--- src/hw/demodPkg.sv ---
// Demodulator glue definitions
package demodPkg;

    // Host bus and register words
    typedef logic [11:0] hostAddrT;
    typedef logic [15:0] hostDataT;
    typedef logic [31:0] regWordT;
    typedef logic [6:0]  spaceT;
    typedef logic [3:0]  regOffsetT;

    // Sample paths
    typedef logic [17:0] symbolT;
    typedef logic [13:0] dacWordT;
    typedef logic [23:0] bootAddrT;

    // Address spaces, upper 7 bits of the word address
    localparam spaceT MISC_SPACE    = 7'h01;
    localparam spaceT DEMOD_SPACE   = 7'h02;
    localparam spaceT TRELLIS_SPACE = 7'h03;
    localparam spaceT SDI_SPACE     = 7'h04;

    // Misc space register offsets
    localparam regOffsetT MISC_RESET   = 4'd0;
    localparam regOffsetT MISC_VERSION = 4'd2;
    localparam regOffsetT MISC_CLOCK   = 4'd4;
    localparam regOffsetT MISC_TYPE    = 4'd6;
    localparam regOffsetT REBOOT_ADDR  = 4'd8;

    localparam hostDataT VER_NUMBER   = 16'h0185;
    localparam hostDataT LEGACY_IMAGE = 16'h0002;

    // Soft reset length in clocks
    localparam int RESET_STRETCH = 6;
    localparam int DAC_LSB       = 4;

    typedef enum logic [4:0] {
        MODE_FM         = 5'd0,
        MODE_2FSK       = 5'd1,
        MODE_AQPSK      = 5'd2,
        MODE_AUQPSK     = 5'd3,
        MODE_PCMTRELLIS = 5'd4,
        MODE_SOQPSK     = 5'd5,
        MODE_MULTIH     = 5'd6
    } demodModeT;

endpackage
--- src/hw/demodTop.sv ---
// Demodulator board glue top
`timescale 1ns/1ps

module demodTop (
    input  logic                clk,
    input  logic                clockCounterEn,
    input  demodPkg::hostAddrT  addr,
    input  demodPkg::hostDataT  wrData,
    input  logic                wrEn,
    input  logic                rdEn,
    output demodPkg::hostDataT  rdData,
    input  demodPkg::regWordT   demodRdData,
    input  demodPkg::regWordT   trellisRdData,
    input  demodPkg::regWordT   sdiRdData,
    input  demodPkg::demodModeT demodMode,
    input  logic                trellisSymSync,
    input  logic                iSymEn,
    input  logic                iSym2xEn,
    input  logic                iBit,
    input  logic                qBit,
    input  logic                auBit,
    input  logic                carrierLock,
    input  logic                bitsyncLock,
    input  demodPkg::symbolT    iSymData,
    input  demodPkg::symbolT    qSymData,
    input  logic                multihLoopEn,
    input  logic                multihLoop2xEn,
    input  logic                multihDemodLock,
    input  demodPkg::symbolT    iMultihLoop,
    input  demodPkg::symbolT    qMultihLoop,
    input  logic                demod0Sync,
    input  demodPkg::symbolT    demod0Data,
    input  logic                multihDac0Sync,
    input  demodPkg::symbolT    multihDac0Data,
    input  logic                multihDac0En,
    input  logic                demod1Sync,
    input  demodPkg::symbolT    demod1Data,
    input  logic                multihDac1Sync,
    input  demodPkg::symbolT    multihDac1Data,
    input  logic                multihDac1En,
    input  logic                demod2Sync,
    input  demodPkg::symbolT    demod2Data,
    input  logic                multihDac2Sync,
    input  demodPkg::symbolT    multihDac2Data,
    input  logic                multihDac2En,
    output logic                multihSymEn,
    output logic                multihSym2xEn,
    output demodPkg::symbolT    iMultihIn,
    output demodPkg::symbolT    qMultihIn,
    output logic                trellisSymEn,
    output logic                trellisSym2xEn,
    output demodPkg::symbolT    iTrellis,
    output demodPkg::symbolT    qTrellis,
    output logic                legacyBit,
    output logic                iData,
    output logic                qData,
    output logic                dataSymEn,
    output logic                dataSym2xEn,
    output logic                bsyncNLock,
    output logic                demodNLock,
    output demodPkg::dacWordT   dac0Data,
    output demodPkg::dacWordT   dac1Data,
    output demodPkg::dacWordT   dac2Data,
    output logic                dac0Sync,
    output logic                dac1Sync,
    output logic                dac2Sync,
    output demodPkg::bootAddrT  rebootAddr,
    output logic                rebootPulse,
    output logic                coreReset
);

    logic              miscWr;
    logic              miscRd;
    demodPkg::regWordT miscRdData;
    logic              multihMode;

    //**************************************************************************
    // Host registers
    //**************************************************************************

    hostDecode hostDecode (
        .clk(clk), .clockCounterEn(clockCounterEn),
        .addr(addr), .wrEn(wrEn), .rdEn(rdEn),
        .miscRdData(miscRdData), .demodRdData(demodRdData),
        .trellisRdData(trellisRdData), .sdiRdData(sdiRdData),
        .miscWr(miscWr), .miscRd(miscRd), .rdData(rdData)
    );

    miscRegs miscRegs (
        .clk(clk), .clockCounterEn(clockCounterEn),
        .addr(addr), .wrData(wrData), .miscWr(miscWr), .miscRd(miscRd),
        .miscRdData(miscRdData), .rebootAddr(rebootAddr),
        .rebootPulse(rebootPulse), .coreReset(coreReset)
    );

    //**************************************************************************
    // Symbol routing
    //**************************************************************************

    trellisRouter trellisRouter (
        .clk(clk), .clockCounterEn(clockCounterEn), .demodMode(demodMode),
        .trellisSymSync(trellisSymSync), .iSymEn(iSymEn), .iSym2xEn(iSym2xEn),
        .iBit(iBit), .qBit(qBit), .auBit(auBit),
        .carrierLock(carrierLock), .bitsyncLock(bitsyncLock),
        .iSymData(iSymData), .qSymData(qSymData),
        .multihLoopEn(multihLoopEn), .multihLoop2xEn(multihLoop2xEn),
        .multihDemodLock(multihDemodLock),
        .iMultihLoop(iMultihLoop), .qMultihLoop(qMultihLoop),
        .multihMode(multihMode),
        .multihSymEn(multihSymEn), .multihSym2xEn(multihSym2xEn),
        .iMultihIn(iMultihIn), .qMultihIn(qMultihIn),
        .trellisSymEn(trellisSymEn), .trellisSym2xEn(trellisSym2xEn),
        .iTrellis(iTrellis), .qTrellis(qTrellis), .legacyBit(legacyBit),
        .iData(iData), .qData(qData),
        .dataSymEn(dataSymEn), .dataSym2xEn(dataSym2xEn),
        .bsyncNLock(bsyncNLock), .demodNLock(demodNLock)
    );

    // DAC channels
    dacChannel dac0 (
        .clk(clk), .clockCounterEn(clockCounterEn), .multihMode(multihMode),
        .legacySync(demod0Sync), .legacyData(demod0Data),
        .multihSync(multihDac0Sync), .multihData(multihDac0Data),
        .multihEn(multihDac0En), .dacData(dac0Data), .dacSync(dac0Sync)
    );

    dacChannel dac1 (
        .clk(clk), .clockCounterEn(clockCounterEn), .multihMode(multihMode),
        .legacySync(demod1Sync), .legacyData(demod1Data),
        .multihSync(multihDac1Sync), .multihData(multihDac1Data),
        .multihEn(multihDac1En), .dacData(dac1Data), .dacSync(dac1Sync)
    );

    dacChannel dac2 (
        .clk(clk), .clockCounterEn(clockCounterEn), .multihMode(multihMode),
        .legacySync(demod2Sync), .legacyData(demod2Data),
        .multihSync(multihDac2Sync), .multihData(multihDac2Data),
        .multihEn(multihDac2En), .dacData(dac2Data), .dacSync(dac2Sync)
    );

endmodule

--- src/hw/dacChannel.sv ---
// DAC output channel
`timescale 1ns/1ps

module dacChannel (
    input  logic              clk,
    input  logic              clockCounterEn,
    input  logic              multihMode,
    input  logic              legacySync,
    input  demodPkg::symbolT  legacyData,
    input  logic              multihSync,
    input  demodPkg::symbolT  multihData,
    input  logic              multihEn,
    output demodPkg::dacWordT dacData,
    output logic              dacSync
);

    demodPkg::symbolT stageData;
    logic             useMultih;

    assign useMultih = multihMode && multihEn;

    // Source stage
    always_ff @(posedge clk) begin
        stageData <= useMultih ? multihData : legacyData;
    end

    always_ff @(posedge clk or posedge clockCounterEn) begin
        if (clockCounterEn) begin
            dacSync <= 1'b0;
            dacData <= '0;
        end else begin
            dacSync <= useMultih ? multihSync : legacySync;
            // Upper bits only, word holds between syncs
            if (dacSync) begin
                dacData <= stageData[$bits(demodPkg::symbolT)-1:demodPkg::DAC_LSB];
            end
        end
    end

endmodule

--- src/hw/trellisRouter.sv ---
// Trellis symbol routing
`timescale 1ns/1ps

module trellisRouter (
    input  logic                clk,
    input  logic                clockCounterEn,
    input  demodPkg::demodModeT demodMode,
    input  logic                trellisSymSync,
    input  logic                iSymEn,
    input  logic                iSym2xEn,
    input  logic                iBit,
    input  logic                qBit,
    input  logic                auBit,
    input  logic                carrierLock,
    input  logic                bitsyncLock,
    input  demodPkg::symbolT    iSymData,
    input  demodPkg::symbolT    qSymData,
    input  logic                multihLoopEn,
    input  logic                multihLoop2xEn,
    input  logic                multihDemodLock,
    input  demodPkg::symbolT    iMultihLoop,
    input  demodPkg::symbolT    qMultihLoop,
    output logic                multihMode,
    output logic                multihSymEn,
    output logic                multihSym2xEn,
    output demodPkg::symbolT    iMultihIn,
    output demodPkg::symbolT    qMultihIn,
    output logic                trellisSymEn,
    output logic                trellisSym2xEn,
    output demodPkg::symbolT    iTrellis,
    output demodPkg::symbolT    qTrellis,
    output logic                legacyBit,
    output logic                iData,
    output logic                qData,
    output logic                dataSymEn,
    output logic                dataSym2xEn,
    output logic                bsyncNLock,
    output logic                demodNLock
);

    logic fmModes;
    logic aModes;

    // Mode classes
    assign multihMode = (demodMode == demodPkg::MODE_MULTIH);
    assign fmModes = (demodMode == demodPkg::MODE_FM) || (demodMode == demodPkg::MODE_2FSK);
    assign aModes = (demodMode == demodPkg::MODE_AQPSK) ||
                    (demodMode == demodPkg::MODE_AUQPSK);

    // Strobes, loop feed only runs in multi-h
    always_ff @(posedge clk or posedge clockCounterEn) begin
        if (clockCounterEn) begin
            multihSymEn <= 1'b0;
            multihSym2xEn <= 1'b0;
            trellisSymEn <= 1'b0;
            trellisSym2xEn <= 1'b0;
            dataSymEn <= 1'b0;
            dataSym2xEn <= 1'b0;
        end else begin
            multihSymEn <= trellisSymSync && multihMode;
            multihSym2xEn <= iSym2xEn && multihMode;
            trellisSymEn <= multihMode ? multihLoopEn : trellisSymSync;
            trellisSym2xEn <= multihMode ? multihLoop2xEn : iSym2xEn;
            dataSymEn <= iSymEn;
            dataSym2xEn <= iSym2xEn;
        end
    end

    always_ff @(posedge clk) begin
        iMultihIn <= iSymData;
        qMultihIn <= qSymData;
        iTrellis <= multihMode ? iMultihLoop : iSymData;
        qTrellis <= multihMode ? qMultihLoop : qSymData;
        legacyBit <= iBit;
        // FM polarity is flipped, AQPSK takes the aux bit on Q
        iData <= fmModes ? !iBit : iBit;
        qData <= aModes ? auBit : qBit;
    end

    assign bsyncNLock = !bitsyncLock;
    assign demodNLock = multihMode ? !multihDemodLock : !carrierLock;

    multihFeedGated: assert property (@(posedge clk) disable iff (clockCounterEn)
        multihSymEn |-> $past(multihMode));

endmodule

--- src/hw/miscRegs.sv ---
// Miscellaneous register space
`timescale 1ns/1ps

module miscRegs (
    input  logic               clk,
    input  logic               clockCounterEn,
    input  demodPkg::hostAddrT addr,
    input  demodPkg::hostDataT wrData,
    input  logic               miscWr,
    input  logic               miscRd,
    output demodPkg::regWordT  miscRdData,
    output demodPkg::bootAddrT rebootAddr,
    output logic               rebootPulse,
    output logic               coreReset
);

    localparam int RESET_CW = $clog2(demodPkg::RESET_STRETCH + 1);

    demodPkg::regOffsetT offset;
    logic                upperHalf;
    logic                clockWr;
    logic                clockLowRd;
    logic                bootLowWr;
    logic                bootHighWr;
    logic                resetRd;
    demodPkg::regWordT   clockCounter;
    demodPkg::regWordT   clockHold;
    logic                resetReq;
    logic [RESET_CW-1:0] resetCount;

    assign offset = addr[4:1];
    assign upperHalf = addr[0];

    assign clockWr = miscWr && (offset == demodPkg::MISC_CLOCK);
    assign clockLowRd = miscRd && (offset == demodPkg::MISC_CLOCK) && !upperHalf;
    assign bootLowWr = miscWr && (offset == demodPkg::REBOOT_ADDR) && !upperHalf;
    assign bootHighWr = miscWr && (offset == demodPkg::REBOOT_ADDR) && upperHalf;
    assign resetRd = miscRd && (offset == demodPkg::MISC_RESET);

    // Read word, low half of the clock is the live count
    always_comb begin
        case (offset)
            demodPkg::MISC_VERSION: miscRdData = {demodPkg::VER_NUMBER, 16'h0000};
            demodPkg::MISC_CLOCK:   miscRdData = {clockHold[31:16], clockCounter[15:0]};
            demodPkg::MISC_TYPE:    miscRdData = {16'h0000, demodPkg::LEGACY_IMAGE};
            demodPkg::REBOOT_ADDR:  miscRdData = {8'h00, rebootAddr};
            default:                miscRdData = '0;
        endcase
    end

    //**************************************************************************
    // Clock counter and soft reset
    //**************************************************************************

    always_ff @(posedge clk or posedge clockCounterEn) begin
        if (clockCounterEn) begin
            clockCounter <= '0;
            rebootPulse <= 1'b0;
            resetReq <= 1'b0;
            resetCount <= '0;
            coreReset <= 1'b0;
        end else begin
            // Restart on write, free running otherwise
            if (clockWr) begin
                clockCounter <= '0;
            end else begin
                clockCounter <= clockCounter + 1'b1;
            end
            rebootPulse <= bootHighWr;
            resetReq <= resetRd;
            if (resetReq) begin
                coreReset <= 1'b1;
                resetCount <= RESET_CW'(demodPkg::RESET_STRETCH - 1);
            end else if (resetCount != '0) begin
                resetCount <= resetCount - 1'b1;
            end else begin
                coreReset <= 1'b0;
            end
        end
    end

    // Hold and boot address
    always_ff @(posedge clk) begin
        if (clockLowRd) begin
            clockHold <= clockCounter;
        end
        if (bootLowWr) begin
            rebootAddr[15:0] <= wrData;
        end
        if (bootHighWr) begin
            rebootAddr[23:16] <= wrData[7:0];
        end
    end

    // Reboot is a single clock pulse
    rebootPulseOnce: assert property (@(posedge clk) disable iff (clockCounterEn)
        rebootPulse |=> !rebootPulse);

    resetStretchMax: assert property (@(posedge clk) disable iff (clockCounterEn)
        $rose(coreReset) |-> ##(demodPkg::RESET_STRETCH) !coreReset);

endmodule

--- src/hw/hostDecode.sv ---
// Host bus space decode
`timescale 1ns/1ps

module hostDecode (
    input  logic               clk,
    input  logic               clockCounterEn,
    input  demodPkg::hostAddrT addr,
    input  logic               wrEn,
    input  logic               rdEn,
    input  demodPkg::regWordT  miscRdData,
    input  demodPkg::regWordT  demodRdData,
    input  demodPkg::regWordT  trellisRdData,
    input  demodPkg::regWordT  sdiRdData,
    output logic               miscWr,
    output logic               miscRd,
    output demodPkg::hostDataT rdData
);

    demodPkg::spaceT    space;
    logic               miscSel;
    demodPkg::regWordT  selWord;
    demodPkg::hostDataT selHalf;

    // Space code sits in the top bits of the word address
    assign space = addr[11:5];
    assign miscSel = (space == demodPkg::MISC_SPACE);

    assign miscWr = wrEn && miscSel;
    assign miscRd = rdEn && miscSel;

    //**************************************************************************
    // Read data mux
    //**************************************************************************

    always_comb begin
        case (space)
            demodPkg::MISC_SPACE:    selWord = miscRdData;
            demodPkg::DEMOD_SPACE:   selWord = demodRdData;
            demodPkg::TRELLIS_SPACE: selWord = trellisRdData;
            demodPkg::SDI_SPACE:     selWord = sdiRdData;
            // Unmapped spaces read back as zero
            default:                 selWord = '0;
        endcase
    end

    // Bit 0 picks the upper half-word
    assign selHalf = addr[0] ? selWord[31:16] : selWord[15:0];

    always_ff @(posedge clk or posedge clockCounterEn) begin
        if (clockCounterEn) begin
            rdData <= '0;
        end else if (rdEn) begin
            rdData <= selHalf;
        end
    end

endmodule

--- config.mk ---
export PLATFORM = sky130hd
export DESIGN_NAME = demodTop
export DESIGN_NICKNAME = d
export VERILOG_FILES = /design/src/hw/demodPkg.sv /design/src/hw/demodTop.sv /design/src/hw/dacChannel.sv /design/src/hw/trellisRouter.sv /design/src/hw/miscRegs.sv /design/src/hw/hostDecode.sv
export SDC_FILE = /design/constraint.sdc
export NUM_CORES = 1
export LEC_CHECK = 0
export BUFFER_PORTS_ARGS = -buffer_cell sky130_fd_sc_hd__buf_2
export CAP_MARGIN = 20
export CORE_AREA = 2 2 194 196
export CTS_CLUSTER_DIAMETER = 200
export DETAILED_ROUTE_END_ITERATION = 12
export DIE_AREA = 0 0 196 198
export GPL_TIMING_DRIVEN = 0
export PLACE_DENSITY_LB_ADDON = 0.1
export SLEW_MARGIN = 15
export SYNTH_ARGS = -nofsm -noshare
export SYNTH_HDL_FRONTEND = slang
export SYNTH_SLANG_ARGS = --single-unit
--- constraint.sdc ---
create_clock -name clk -period 5.9 [get_ports clk]
set_input_delay 0.295 -clock clk [delete_from_list [all_inputs] [get_ports clk]]
set_output_delay 0.295 -clock clk [all_outputs]
set_load 0.05 [all_outputs]
==> flow_metrics.py <==
metrics = {
    "worst_hold_path": {
        "holdPathEnd": "trellisRouter.iData$_DFF_P_",
        "hold_depth": 3,
        "hp-start": "demodMode[2]",
        "min_path_type": "input pin to register",
    },
    "sta": {
        "skew_ns": 0.01690,
        "max_slew_margin": 0.3887,
        "fin_setup_tns_ns": 0,
        "finalSetupViolations": 0,
        "final_max_slew_viol_count": 0,
        "rsz0062_at_grt": "false",
        "clock.fmax_ghz": 0.4323,
        "layout_min_cycle_time_ns": 2.313,
        "final.setup.worst_slack_ns": 3.587,
        "period_share": 0.3921,
        "finalHoldViolations": 0,
        "worst_pin_slew_ns": 0.9169,
        "fin_hold_ws_ns": 0.05722,
    },
    "worst_setup_path": {
        "rrSetupSlack_ns": 4.07,
        "worstReg2RegEnd": "miscRegs.clockCounter[26]$_DFF_PP0_",
        "critPathMostFrequentCell": "buf_2",
        "worstPathRequired_ns": 5.61,
        "critPathMaxStageDelay_ns": 0.71,
        "worstPathMaxFanout": 10,
        "worstPathCellList": "buf_2, nor4_4, buf_2, mux2i_1, buf_2",
        "critPathSlowestCell": "nor4_4",
        "rr_worst_depth": 5,
        "timing.rr.start": "miscRegs.clockCounter[11]$_DFF_PP0_",
        "critPathCaptureType": "output port",
        "worstPathArrival_ns": 2.02,
        "start_kind": "input pin",
        "critical_path_class": "input pin to output port",
    },
    "pwr": {
        "p_leak_uw": 0.007428,
        "total_power_uw": 4721,
        "ir_worst_vdd_v": 0.0001990,
        "combinationalPowerShare": 0.166,
        "seqPwrFrac": 0.426,
        "clock_power_share": 0.408,
        "switching_share": 0.2755,
        "p_switching_uw": 1301,
        "p_int_uw": 3421,
        "p_per_area_nw_per_um2": 292.4,
    },
    "die": {
        "fp.dieH_um": 198,
        "core_um2": 36960,
        "dieArea_um2": 38810,
        "rows": 71,
        "initial_core_util": 0.2762,
        "die_w_um": 196,
        "io_pins": 503,
    },
    "synthesis": {
        "synth_seq_cells": 262,
        "synth_edf_count": 40,
        "syn_inst": 783,
        "ys_top_cells_by_area": "dfrtp_1, dfxtp_1, mux2_2, edfxtp_1, a22oi_1",
        "synth.avg_cell_area_um2": 13.03,
        "yosys.area.top_type": "dfrtp_1",
        "seq_area_frac_synth": 0.6046,
        "synth_top_area_share": 0.2574,
        "yosysWarnings": 0,
        "ys_types": 50,
        "ys.flop_type": "dfxtp_1",
        "synthesis.area_um2": 10210,
        "synth_nets": 1119,
        "synthArstFlopShare": 0.4008,
    },
    "grt": {
        "grt_usage": 0.1836,
        "grt_busiest_layer": "met2",
        "antenna_found_initial": 0,
        "grt_max_degree": 68,
        "grt_pass1_wl_um": 54750,
        "grt_use_met2": 0.3502,
        "overflow": 0,
        "use_met3": 0.04531,
        "first_global_vias": 9675,
        "gr-usage-met1": 0.1993,
    },
    "drt": {
        "dr_total_vias": 8984,
        "vias_per_cell": 4.535,
        "drc": 0,
        "first_iter_violations": 211,
        "routed_wl_um": 36880,
        "routedWlPerCell_um": 18.62,
        "ant_nets": 0,
        "drt_first_pass_iters": 5,
    },
    "placement": {
        "dp_hpwl_um": 28070,
        "place_congestion": 0.8288,
        "pre_cts_slack_ns": 3.254,
        "dpl_cell_area_um2": 13240,
        "io_buffers": 478,
    },
    "clock_tree": {
        "cts.sinks": 262,
        "clk_latency_ns": 0.56,
        "cts_buffers": 30,
        "clock-root-buffer": "clkbuf_16",
        "clkTransAtPathRegs_ns": 0.06,
        "h-tree-depth": 1,
        "ctsLongestPathBuffers": 3,
        "post_cts_resized": 0,
        "cts_tree": "yes",
        "cts_setup_buffers": 0,
    },
    "layout": {
        "syn_to_final_growth_pct": 58.21,
        "num-nets-final": 1819,
        "layout-drive-gt1-share": 0.4718,
        "fill_cells": 3559,
        "design_area_um2": 16150,
        "final_cell_mix": "buf_2, dlygate4sd3_1, mux2_2",
        "antenna_cells": 0,
        "mostFrequentLayoutCell": "buf_2",
    },
    "flow_run": {
        "maxCapViolCount": 0,
    },
    "outcome": {
        "run_status": "completed",
    },
}
[registers in the layout (all words and copies together), names as in the netlist, 3 cells and up]
signal	count
miscRegs.clockCounter	32
miscRegs.rebootAddr	24
trellisRouter.iMultihIn	18
trellisRouter.iTrellis	18
trellisRouter.qMultihIn	18
trellisRouter.qTrellis	18
hostDecode.rdData	16
miscRegs.clockHold	16
dac0.dacData	14
dac0.stageData	14
dac1.dacData	14
dac1.stageData	14
dac2.dacData	14
dac2.stageData	14
miscRegs.resetCount	3
[worst max-delay path: cells and delay by family]
kind	cells	cell delay (ns)
buffers and inverters	3	0.79
muxes	1	0.21
and+or+nand+nor	1	0.71
[metrics by stage]
stage / util / instances
global route: 0.4369 / 1981
detailed placement: 0.3583 / 1738
CTS: 0.4369 / 1981
finish: 0.4369 / 1981
global placement: 0.3570 / 1735
floorplan: - / 783
[cells by family (layout without fill, tap and decap cells)]
family          after synthesis  in the layout  share of synthesized area
buf+inv                      47            771                    0.02145
simple gates                177            177                    0.09734
xor+xnor                     33             33                    0.02832
fa+ha+maj                     3              3                   0.003678
flops                       262            262                     0.6046
compound gates              119            119                    0.08815
mux                         142            142                     0.1564
[area by class of cell]
class,count,area [um^2],area share
Clock inverter,16,171.4,0.01062
Timing Repair Buffer,668,4304,0.2666
Buffer,39,188.9,0.01170
Inverter,8,35.03,0.002170
Sequential cell,262,6171,0.3822
Multi-Input combinational cell,474,3822,0.2367
Clock buffer,40,860.8,0.05331
Tap cell,474,593.1,0.03673
[timing repair]
| item | 4_1_cts | 5_1_grt |
|---|---|---|
| hold buffers | 187 | 0 |
| endpoints found under the setup margin | 0 | 0 |
| hold endpoints to repair | 186 | 0 |
[how the worst max path moves through the flow]
stage                         from                                end  slack [ns]  cells after the start
floorplan           clockCounterEn        dac0.dacData[0]$_DFFE_PP0P_        2.84                      1
global placement    clockCounterEn  hostDecode.rdData[11]$_DFFE_PP0P_        0.83                      2
detailed placement        addr[10]   miscRegs.rebootAddr[9]$_DFFE_PP_        3.25                      5
CTS                   demodMode[0]                         demodNLock        3.49                      5
global route          demodMode[0]                         demodNLock        3.47                      5
finish                demodMode[0]                         demodNLock        3.59                      5
[synth_stat cells, types with 3 or more instances]
library cell / instances
a2111oi_0: 6
a211o_1: 4
a211oi_1: 4
a21oi_1: 8
a221o_1: 6
a221oi_1: 11
a22o_1: 7
a22oi_1: 38
a32o_1: 5
and2_1: 5
and3_1: 14
and4_1: 4
buf_2: 25
clkbuf_1: 11
dfrtp_1: 105
dfxtp_1: 117
edfxtp_1: 40
ha_1: 3
inv_1: 8
mux2_2: 140
nand2_1: 27
nand2_2: 3
nand2b_1: 13
nand3_1: 12
nand4_1: 13
nor2_1: 47
nor2b_1: 12
nor3_1: 8
nor3_2: 4
nor3b_2: 3
o2111ai_1: 3
o21a_1: 3
o21ai_0: 10
o22ai_1: 12
xnor2_1: 10
xor2_1: 23
[power by group through the flow]
stage	Sequential (uW)	Clock (uW)	Combinational (uW)
floorplan	2260	0	205
global placement	2040	0	686
detailed placement	2040	0	692
CTS	2010	1980	793
global route	2020	2050	841
finish	2010	1930	785
[routing by layer]
| layer | up-vias | part of all wire | wire (um) |
|---|---|---|---|
| met5 | - | 0 | 0 |
| met4 | 0 | 0.026 | 945 |
| met3 | 57 | 0.071 | 2607 |
| met2 | 349 | 0.52 | 19230 |
| met1 | 4299 | 0.38 | 14100 |
| li1 | 4279 | - | - |
(Power assumes the default switching activity.)
